--- src/alu_pkg.sv ---
package alu_pkg;

    localparam int data_w = 32;    // operand width
    localparam int op_w   = 5;     // operation code width
    localparam int flag_w = 6;     // live flags only

    // one-hot width code where all zero means no operation
    typedef logic [2:0] width_t;

    typedef enum logic [op_w-1:0] {
        alu_move, alu_add, alu_adc, alu_sub,             // arithmetic
        alu_sbc, alu_cp, alu_neg,
        alu_and, alu_or, alu_xor, alu_cpl,               // logic
        alu_scf, alu_rcf, alu_ccf, alu_zcf,              // flag only
        alu_rlc, alu_rrc, alu_rl, alu_rr,                // single-step shifts
        alu_sla, alu_sra, alu_sll, alu_srl,
        alu_bit, alu_set, alu_res, alu_chg               // bit number from op2
    } alu_op_t;

    typedef logic [flag_w-1:0] flag_bits_t;  // S Z H V N C

    localparam int flag_s = 5;
    localparam int flag_z = 4;
    localparam int flag_h = 3;
    localparam int flag_v = 2;
    localparam int flag_n = 1;
    localparam int flag_c = 0;

    function automatic logic [4:0] top_bit(input width_t w);
        return w[0] ? 5'd7 : w[1] ? 5'd15 : 5'd31;
    endfunction

    function automatic logic [data_w-1:0] width_mask(input width_t w);
        return w[0] ? 32'h0000_00ff : w[1] ? 32'h0000_ffff : 32'hffff_ffff;
    endfunction

    function automatic logic sign_at(input width_t w, input logic [data_w-1:0] x);
        return x[top_bit(w)];
    endfunction

    function automatic logic zero_at(input width_t w, input logic [data_w-1:0] x);
        return (x & width_mask(w)) == '0;
    endfunction

    // parity over the low byte, or the low 16 bits above byte width
    function automatic logic even_par(input width_t w, input logic [data_w-1:0] x);
        return w[0] ? ~^x[7:0] : ~^x[15:0];
    endfunction

    function automatic logic [data_w:0] sext(input width_t w, input logic [data_w-1:0] x);
        return w[0] ? {{25{x[7]}}, x[7:0]} :
               w[1] ? {{17{x[15]}}, x[15:0]} : {x[31], x};
    endfunction

    // bits above the width keep the destination value
    function automatic logic [data_w-1:0] fit(input width_t w, input logic [data_w-1:0] dst,
                                              input logic [data_w-1:0] val);
        return (val & width_mask(w)) | (dst & ~width_mask(w));
    endfunction

endpackage
--- src/alu_top.sv ---
`timescale 1ns/1ps

module alu_top
    import alu_pkg::*;
(
    input  logic              clk,
    input  logic              rst,
    input  alu_op_t           op,
    input  width_t            w,          // zero means idle
    input  logic              sel_imm,
    input  logic [data_w-1:0] op0,
    input  logic [data_w-1:0] op1,
    input  logic [data_w-1:0] imm,
    output logic [data_w-1:0] dout,
    output logic [7:0]        flags,
    output width_t            alu_we
);

    logic [data_w-1:0] op2;
    flag_bits_t        flags_q;
    logic              arith_hit;
    logic [data_w-1:0] arith_result;
    logic              arith_result_we;
    flag_bits_t        arith_flags_nx;
    flag_bits_t        arith_flags_mask;
    logic              shift_hit;
    logic [data_w-1:0] shift_result;
    logic              shift_result_we;
    flag_bits_t        shift_flags_nx;
    flag_bits_t        shift_flags_mask;

    assign op2 = sel_imm ? imm : op1;     // source operand

    alu_arith arith_i (
        .op         (op),
        .w          (w),
        .op0        (op0),
        .op2        (op2),
        .flags      (flags_q),
        .hit        (arith_hit),
        .result     (arith_result),
        .result_we  (arith_result_we),
        .flags_nx   (arith_flags_nx),
        .flags_mask (arith_flags_mask)
    );

    alu_shift shift_i (
        .op         (op),
        .w          (w),
        .op0        (op0),
        .op2        (op2),
        .flags      (flags_q),
        .hit        (shift_hit),
        .result     (shift_result),
        .result_we  (shift_result_we),
        .flags_nx   (shift_flags_nx),
        .flags_mask (shift_flags_mask)
    );

    alu_flag_reg flag_reg_i (
        .clk              (clk),
        .rst              (rst),
        .w                (w),
        .arith_hit        (arith_hit),
        .arith_result     (arith_result),
        .arith_result_we  (arith_result_we),
        .arith_flags_nx   (arith_flags_nx),
        .arith_flags_mask (arith_flags_mask),
        .shift_hit        (shift_hit),
        .shift_result     (shift_result),
        .shift_result_we  (shift_result_we),
        .shift_flags_nx   (shift_flags_nx),
        .shift_flags_mask (shift_flags_mask),
        .flags            (flags),
        .flags_q          (flags_q),
        .dout             (dout),
        .alu_we           (alu_we)
    );

endmodule

--- src/alu_flag_reg.sv ---
`timescale 1ns/1ps

module alu_flag_reg
    import alu_pkg::*;
(
    input  logic              clk,
    input  logic              rst,
    input  width_t            w,
    input  logic              arith_hit,
    input  logic [data_w-1:0] arith_result,
    input  logic              arith_result_we,
    input  flag_bits_t        arith_flags_nx,
    input  flag_bits_t        arith_flags_mask,
    input  logic              shift_hit,
    input  logic [data_w-1:0] shift_result,
    input  logic              shift_result_we,
    input  flag_bits_t        shift_flags_nx,
    input  flag_bits_t        shift_flags_mask,
    output logic [7:0]        flags,      // S Z 0 H 0 V N C
    output flag_bits_t        flags_q,
    output logic [data_w-1:0] dout,
    output width_t            alu_we
);

    logic              hit;
    logic [data_w-1:0] sel_result;
    logic              sel_we;
    flag_bits_t        sel_nx;
    flag_bits_t        sel_mask;

    // at most one unit claims the op
    always_comb begin
        hit = arith_hit | shift_hit;
        if (shift_hit) begin
            sel_result = shift_result;
            sel_we     = shift_result_we;
            sel_nx     = shift_flags_nx;
            sel_mask   = shift_flags_mask;
        end else begin
            sel_result = arith_result;
            sel_we     = arith_result_we;
            sel_nx     = arith_flags_nx;
            sel_mask   = arith_flags_mask;
        end
    end

    always_ff @(posedge clk or posedge rst) begin
        if (rst) begin
            dout    <= '0;
            flags_q <= '0;
            alu_we  <= '0;
        end else begin
            alu_we <= w;                  // byte enables for the register file
            if (hit && sel_we) begin
                dout <= sel_result;
            end
            if (hit) begin
                flags_q <= (flags_q & ~sel_mask) | (sel_nx & sel_mask);  // masked update
            end
        end
    end

    assign flags = {
        flags_q[flag_s],
        flags_q[flag_z],
        1'b0,
        flags_q[flag_h],
        1'b0,
        flags_q[flag_v],
        flags_q[flag_n],
        flags_q[flag_c]
    };

endmodule

--- src/alu_shift.sv ---
`timescale 1ns/1ps

module alu_shift
    import alu_pkg::*;
(
    input  alu_op_t           op,
    input  width_t            w,
    input  logic [data_w-1:0] op0,        // value to shift
    input  logic [data_w-1:0] op2,        // bit number in [3:0]
    input  flag_bits_t        flags,
    output logic              hit,
    output logic [data_w-1:0] result,
    output logic              result_we,
    output flag_bits_t        flags_nx,
    output flag_bits_t        flags_mask
);

    logic [4:0]        msb;               // top bit at this width
    logic              lsb_in;
    logic              msb_in;
    logic [data_w-1:0] shl;
    logic [data_w-1:0] shr;
    logic [3:0]        bit_idx;
    logic [data_w-1:0] res;
    logic              c_out;

    // bits shifted in at either end
    always_comb begin
        msb    = top_bit(w);
        lsb_in = 1'b0;
        msb_in = 1'b0;
        case (op)
            alu_rlc: lsb_in = op0[msb];
            alu_rl:  lsb_in = flags[flag_c];
            alu_rrc: msb_in = op0[0];
            alu_rr:  msb_in = flags[flag_c];
            alu_sra: msb_in = op0[msb];    // keep sign
            default: ;
        endcase
        shl      = {op0[data_w-2:0], lsb_in};
        shr      = {1'b0, op0[data_w-1:1]};
        shr[msb] = msb_in;                 // top of the width, not of the word
    end

    assign bit_idx = op2[3:0];

    always_comb begin
        hit        = 1'b1;
        res        = op0;
        result_we  = 1'b0;
        c_out      = flags[flag_c];
        flags_nx   = flags;
        flags_mask = '0;
        case (op)
            alu_rlc, alu_rl, alu_sla, alu_sll: begin
                res       = shl;
                c_out     = op0[msb];
                result_we = 1'b1;
            end
            alu_rrc, alu_rr, alu_sra, alu_srl: begin
                res       = shr;
                c_out     = op0[0];
                result_we = 1'b1;
            end
            alu_set: begin
                res[bit_idx] = 1'b1;
                result_we    = 1'b1;
            end
            alu_res: begin
                res[bit_idx] = 1'b0;
                result_we    = 1'b1;
            end
            alu_chg: begin
                res[bit_idx] = ~op0[bit_idx];
                result_we    = 1'b1;
            end
            alu_bit: begin
                flags_nx[flag_z] = ~op0[bit_idx];
                flags_nx[flag_h] = 1'b1;
                flags_nx[flag_n] = 1'b0;
                flags_mask       = (1 << flag_z) | (1 << flag_h) | (1 << flag_n);
            end
            default: hit = 1'b0;
        endcase
        // all shifts share one flag rule
        if (op inside {alu_rlc, alu_rrc, alu_rl, alu_rr, alu_sla, alu_sra,
                       alu_sll, alu_srl}) begin
            flags_nx[flag_s] = sign_at(w, res);
            flags_nx[flag_z] = zero_at(w, res);
            flags_nx[flag_h] = 1'b0;
            flags_nx[flag_v] = even_par(w, res);
            flags_nx[flag_n] = 1'b0;
            flags_nx[flag_c] = c_out;
            flags_mask       = '1;
        end
        if (w == '0) begin
            hit = 1'b0;
        end
    end

    assign result = fit(w, op0, res);

endmodule

--- src/alu_arith.sv ---
`timescale 1ns/1ps

module alu_arith
    import alu_pkg::*;
(
    input  alu_op_t           op,
    input  width_t            w,
    input  logic [data_w-1:0] op0,        // destination
    input  logic [data_w-1:0] op2,        // source
    input  flag_bits_t        flags,      // registered flags
    output logic              hit,
    output logic [data_w-1:0] result,
    output logic              result_we,
    output flag_bits_t        flags_nx,
    output flag_bits_t        flags_mask
);

    logic              is_sub;
    logic              cin;
    logic [data_w-1:0] a;
    logic [data_w-1:0] b;
    logic [data_w-1:0] sum;
    logic              half_c;            // out of bit 3
    logic [2:0]        cc;                // out of byte, word, long
    logic [data_w:0]   ext_sum;
    logic              carry_w;
    logic              ovf;
    logic [data_w-1:0] lres;
    logic [data_w-1:0] res;

    // adder in slices so every width has its own carry
    always_comb begin
        is_sub = op inside {alu_sub, alu_sbc, alu_cp, alu_neg};
        cin    = ((op == alu_adc) || (op == alu_sbc)) && flags[flag_c];
        a      = (op == alu_neg) ? '0 : op0;  // neg is 0 - op0
        b      = (op == alu_neg) ? op0 : op2;
        if (is_sub) begin
            {half_c, sum[3:0]} = {1'b0, a[3:0]} - {1'b0, b[3:0]} - {4'd0, cin};
            {cc[0], sum[7:4]}  = {1'b0, a[7:4]} - {1'b0, b[7:4]} - {4'd0, half_c};
            {cc[1], sum[15:8]} = {1'b0, a[15:8]} - {1'b0, b[15:8]} - {8'd0, cc[0]};
            {cc[2], sum[31:16]} = {1'b0, a[31:16]} - {1'b0, b[31:16]} - {16'd0, cc[1]};
            ext_sum = sext(w, a) - sext(w, b) - {{data_w{1'b0}}, cin};
        end else begin
            {half_c, sum[3:0]} = {1'b0, a[3:0]} + {1'b0, b[3:0]} + {4'd0, cin};
            {cc[0], sum[7:4]}  = {1'b0, a[7:4]} + {1'b0, b[7:4]} + {4'd0, half_c};
            {cc[1], sum[15:8]} = {1'b0, a[15:8]} + {1'b0, b[15:8]} + {8'd0, cc[0]};
            {cc[2], sum[31:16]} = {1'b0, a[31:16]} + {1'b0, b[31:16]} + {16'd0, cc[1]};
            ext_sum = sext(w, a) + sext(w, b) + {{data_w{1'b0}}, cin};
        end
        carry_w = w[0] ? cc[0] : w[1] ? cc[1] : cc[2];
        ovf     = ext_sum[data_w] ^ sign_at(w, sum);  // true sign vs truncated sign
    end

    always_comb begin
        case (op)
            alu_and: lres = op0 & op2;
            alu_or:  lres = op0 | op2;
            default: lres = op0 ^ op2;
        endcase
    end

    always_comb begin
        hit        = 1'b1;
        res        = op0;
        result_we  = 1'b0;
        flags_nx   = flags;
        flags_mask = '0;
        case (op)
            alu_move: begin
                res       = op2;
                result_we = 1'b1;
            end
            alu_add, alu_adc, alu_sub, alu_sbc, alu_cp, alu_neg: begin
                res              = sum;
                result_we        = (op != alu_cp);  // compare only
                flags_nx[flag_s] = sign_at(w, sum);
                flags_nx[flag_z] = zero_at(w, sum);
                flags_nx[flag_h] = half_c;
                flags_nx[flag_v] = ovf;
                flags_nx[flag_n] = is_sub;
                flags_nx[flag_c] = carry_w;
                flags_mask       = '1;
            end
            alu_and, alu_or, alu_xor: begin
                res              = lres;
                result_we        = 1'b1;
                flags_nx[flag_s] = sign_at(w, lres);
                flags_nx[flag_z] = zero_at(w, lres);
                flags_nx[flag_h] = (op == alu_and);
                flags_nx[flag_v] = even_par(w, lres);
                flags_nx[flag_n] = 1'b0;
                flags_nx[flag_c] = 1'b0;
                flags_mask       = '1;
            end
            alu_cpl: begin
                res              = ~op2;
                result_we        = 1'b1;
                flags_nx[flag_h] = 1'b1;
                flags_nx[flag_n] = 1'b1;
                flags_mask       = (1 << flag_h) | (1 << flag_n);
            end
            alu_scf, alu_rcf: begin
                flags_nx[flag_c] = (op == alu_scf);
                flags_nx[flag_h] = 1'b0;
                flags_nx[flag_n] = 1'b0;
                flags_mask       = (1 << flag_c) | (1 << flag_h) | (1 << flag_n);
            end
            alu_ccf, alu_zcf: begin
                flags_nx[flag_c] = (op == alu_ccf) ? ~flags[flag_c] : ~flags[flag_z];
                flags_nx[flag_n] = 1'b0;
                flags_mask       = (1 << flag_c) | (1 << flag_n);
            end
            default: hit = 1'b0;         // shift unit op
        endcase
        if (w == '0) begin
            hit = 1'b0;                  // no operation this cycle
        end
    end

    assign result = fit(w, op0, res);

endmodule

--- config.mk ---
export PLATFORM = sky130hd
export DESIGN_NAME = alu_top
export DESIGN_NICKNAME = d
export VERILOG_FILES = /design/src/alu_pkg.sv /design/src/alu_top.sv /design/src/alu_flag_reg.sv /design/src/alu_shift.sv /design/src/alu_arith.sv
export SDC_FILE = /design/constraint.sdc
export NUM_CORES = 1
export LEC_CHECK = 0
export BUFFER_PORTS_ARGS = -buffer_cell sky130_fd_sc_hd__buf_2
export CAP_MARGIN = 10
export CORE_MARGIN = 8
export CORE_UTILIZATION = 40
export CTS_CLUSTER_DIAMETER = 60
export DETAILED_ROUTE_END_ITERATION = 8
export GPL_TIMING_DRIVEN = 1
export PLACE_DENSITY_LB_ADDON = 0.08
export SLEW_MARGIN = 10
export SYNTH_ARGS = -nofsm -noshare
export SYNTH_HDL_FRONTEND = slang
export SYNTH_HIERARCHICAL = 1
export SYNTH_SLANG_ARGS = --single-unit
--- constraint.sdc ---
create_clock -name clk -period 22.6 [get_ports clk]
set_input_delay 1.13 -clock clk [delete_from_list [all_inputs] [get_ports clk]]
set_output_delay 1.13 -clock clk [all_outputs]
set_load 0.03 [all_outputs]
==> summary.txt <==
Clock network
  • Setup Fix Bufs, Post-CTS: 0
  • CTS tree: yes
  • Post-cts resize count: 0
  • Cts bufs inserted: 5
  • Hold-fix buffers, CTS: 0
  • H-tree depth: 2
  • Clk sink count: between 40 and 50
  • Clk Latency, worst-skew pair: 290 ps
  • Clock slew seen by the registers of the worst setup and hold paths: about 70 ps
  • CTS max path bufs: 2
  • Root buffer cell: clkbuf_16

Worst setup path
  • Crit path from: op[0]
  • Worst setup EP type: flop
  • Worst-path maximum fanout: 53
  • Worst r2r path cells: 37
  • Worst reg2reg setup slack: 14,020 ps
  • Setup Crit Path Kind: in -> reg
  • Data arrival, critical path: 10,480 ps
  • Most used cell along the critical path: fa_1
  • CP bufs+invs: 3
  • CP required: 22,730 ps
  • Critical Path Start Type: input port
  • Slowest Stage Delay on Critical Path: 810 ps
  • CP max stage cell: nor2_4
  • Critical path depth: 38
  • Delay-heaviest family, CP: compound AO/OA/AOI/OAI gates

Global routing
  • Initial antenna violation count: 2
  • First-pass GRT wire length: 81,200 µm
  • Largest net degree at the start of global routing: 54
  • Grt total ovfl: 0
  • Vias in the first global route: 14,100
  • All-Layer GR Usage: 24.9%

Timing
  • Clk_skew: between 9 and 10 ps
  • Final period utilization: around 46%
  • Crit path time final: a little over 10,000 ps
  • Final setup viols: 0
  • Setup TNS: 0 ps
  • Max Freq: 96.6 MHz
  • RSZ-0062 raised after global routing: false
  • Worst slew pin tran: 1140 ps
  • Hold_ws: around 510 ps
  • Worst rel slew slack: 23.3%
  • Max-slew violations: 0
  • Fin. Hold Viols: 0

Place
  • Post-DP HPWL: 41,200 µm
  • Area of placed instances: 14,500 µm²
  • Buffers on Ports: roughly 150
  • RD Place Congestion: 0.993

Route
  • Post-Route WL: about 52,000 µm
  • DR WL/cell: 21.4 µm
  • # DRC: 0
  • Iteration-0 DRC Markers: 1,355
  • Via density: roughly 6
  • Routed Antenna Nets: 0
  • Vias: 14,400
  • DRT Pass-1 Iters: 5

Worst hold path
  • Hold Crit Class: reg -> reg

Floorplan
  • IO Count: 150
  • Initial Utilization: 40.5%
  • Core area: approximately 34,000 µm²
  • Die area: 40,100 µm²
  • Die width: 200 µm
  • Die H: 200 µm
  • Rows: 67

Synthesis
  • Avg Cell Area, Syn: approximately 7 µm²
  • Yosys warns: 6
  • Mapped Cells: 1,915
  • Synth cell types: 91
  • EDFF count, synth: 0
  • Main flop type after synthesis: dfrtp_1
  • Sequential share of the synthesized area: 7.55%
  • Ys async rst share: 100%
  • Mapped cell area: between 10,000 and 15,000 µm²
  • Yosys reg bits: 41

Layout
  • Final nets: 2,321
  • Synth-to-Final Area Change: 7.37%
  • Design Area, Final: between 10,000 and 15,000 µm²
  • Fraction of layout cells with a size suffix above 1: about 14%
  • Commonest non-fill, non-tap cell in the layout: inv_1
  • Most frequent cells in the layout: inv_1, ha_1, nand2_1

Run
  • Max_cap viols: 0

Status
  • Outcome: complete, no violations

Pwr
  • Leakage: ~7 nW
  • Worst vdd ir: approximately 50 µV
  • Pwr dens: approximately 50 nW/µm²
-- power by group --
group	leakage, nW	switching [mW]	internal [mW]	total (mW)
Combinational	6.67	0.336	0.203	0.538
Sequential	0.453	0.0175	0.0927	0.110
Clock	0.0696	0.0347	0.0407	0.0754
Total	7.19	0.388	0.336	0.724
-- how the worst min path moves through the flow --
| stage | startpoint | to | slack (ps) | cells after the start |
|---|---|---|---|---|
| final | flag_reg_i/dout[18]$_DFFE_PP0P_ | flag_reg_i/dout[18]$_DFFE_PP0P_ | 510 | 2 |
| after global routing | flag_reg_i/dout[5]$_DFFE_PP0P_ | flag_reg_i/dout[5]$_DFFE_PP0P_ | 530 | 2 |
| after CTS | flag_reg_i/dout[18]$_DFFE_PP0P_ | flag_reg_i/dout[18]$_DFFE_PP0P_ | 520 | 2 |
| after detailed placement | flag_reg_i/dout[18]$_DFFE_PP0P_ | flag_reg_i/dout[18]$_DFFE_PP0P_ | 510 | 2 |
| after global placement | flag_reg_i/dout[18]$_DFFE_PP0P_ | flag_reg_i/dout[18]$_DFFE_PP0P_ | 500 | 2 |
| after floorplan | flag_reg_i/dout[6]$_DFFE_PP0P_ | flag_reg_i/dout[6]$_DFFE_PP0P_ | 650 | 2 |
-- cell type report --
class	instances	area [µm²]
Timing Repair Buffer	165	871
Sequential cell	41	1030
Inverter	259	975
Antenna cell	2	5.00
Fill cell	3603	18900
Clock buffer	5	125
Multi-Input combinational cell	1500	11000
Tap cell	448	561
Clock inverter	3	17.5
-- Yosys cell counts (all sizes together) (9+ instances only) --
master	count	share of area, %
inv	256	7.1
ha	226	21
nand2	198	5.5
nor2	167	4.6
a21oi	156	6.6
o21ai	148	5.5
clkbuf	71	2.0
mux2	48	4.8
buf	45	2.7
a221oi	44	2.8
o22ai	44	2.0
xnor2	44	2.8
dfrtp	41	7.5
nor3	35	1.4
a21o	30	1.7
a22oi	27	1.5
o221ai	27	1.7
mux2i	22	1.6
nand4	22	1.0
nand3	19	0.77
xor2	19	1.2
nand2b	17	0.78
a31oi	16	0.74
fa	16	2.4
o21a	15	0.83
nor2b	14	0.64
nor4	12	0.55
a21boi	11	0.61
a311oi	9	0.58
-- routing by layer --
| metal | vias to the layer above | share of wire, % | wire, µm | global-route usage, % |
|---|---|---|---|---|
| met2 | 576 | 48 | 24800 | 43.2 |
| li1 | 6862 | - | - | - |
| met1 | 6848 | 42 | 21800 | 31.2 |
| met4 | 0 | 4.1 | 2110 | 9.25 |
| met3 | 101 | 6.1 | 3180 | 2.82 |
| met5 | - | 0 | 0 | 0 |
-- tightest hold or removal path, delay by kind of cell (launching register included) --
| kind | cells | cell delay (ps) |
|---|---|---|
| AOI/OAI and AO/OA | 1 | 40 |
| buffers and inverters | 1 | 60 |
| DFF | 1 | 380 |
-- logic make-up after synthesis --
kind of cell | after synthesis | share of synthesized area [%]
compound gates | 602 | 29.5
xor+xnor | 64 | 4.22
fa+ha+maj | 242 | 23.2
buf+inv | 375 | 11.8
flops | 41 | 7.55
mux | 70 | 6.42
other cells | 1 | 0.0276
simple gates | 520 | 17.3
-- metrics by stage --
stage | setup slack, ps | utilization, % | power (mW) | cells
2_1_floorplan | 13180 | - | 0.497 | 1916
3_3_place_gp | 12210 | 43.1 | 0.642 | 2413
3_5_place_dp | 12080 | 43.1 | 0.644 | 2413
4_1_cts | 12370 | 43.5 | 0.724 | 2421
5_1_grt | 11380 | 43.5 | 0.787 | 2422
6_report | 12250 | 43.5 | 0.724 | 2423
No activity file was read; power rests on OpenSTA's default activity.
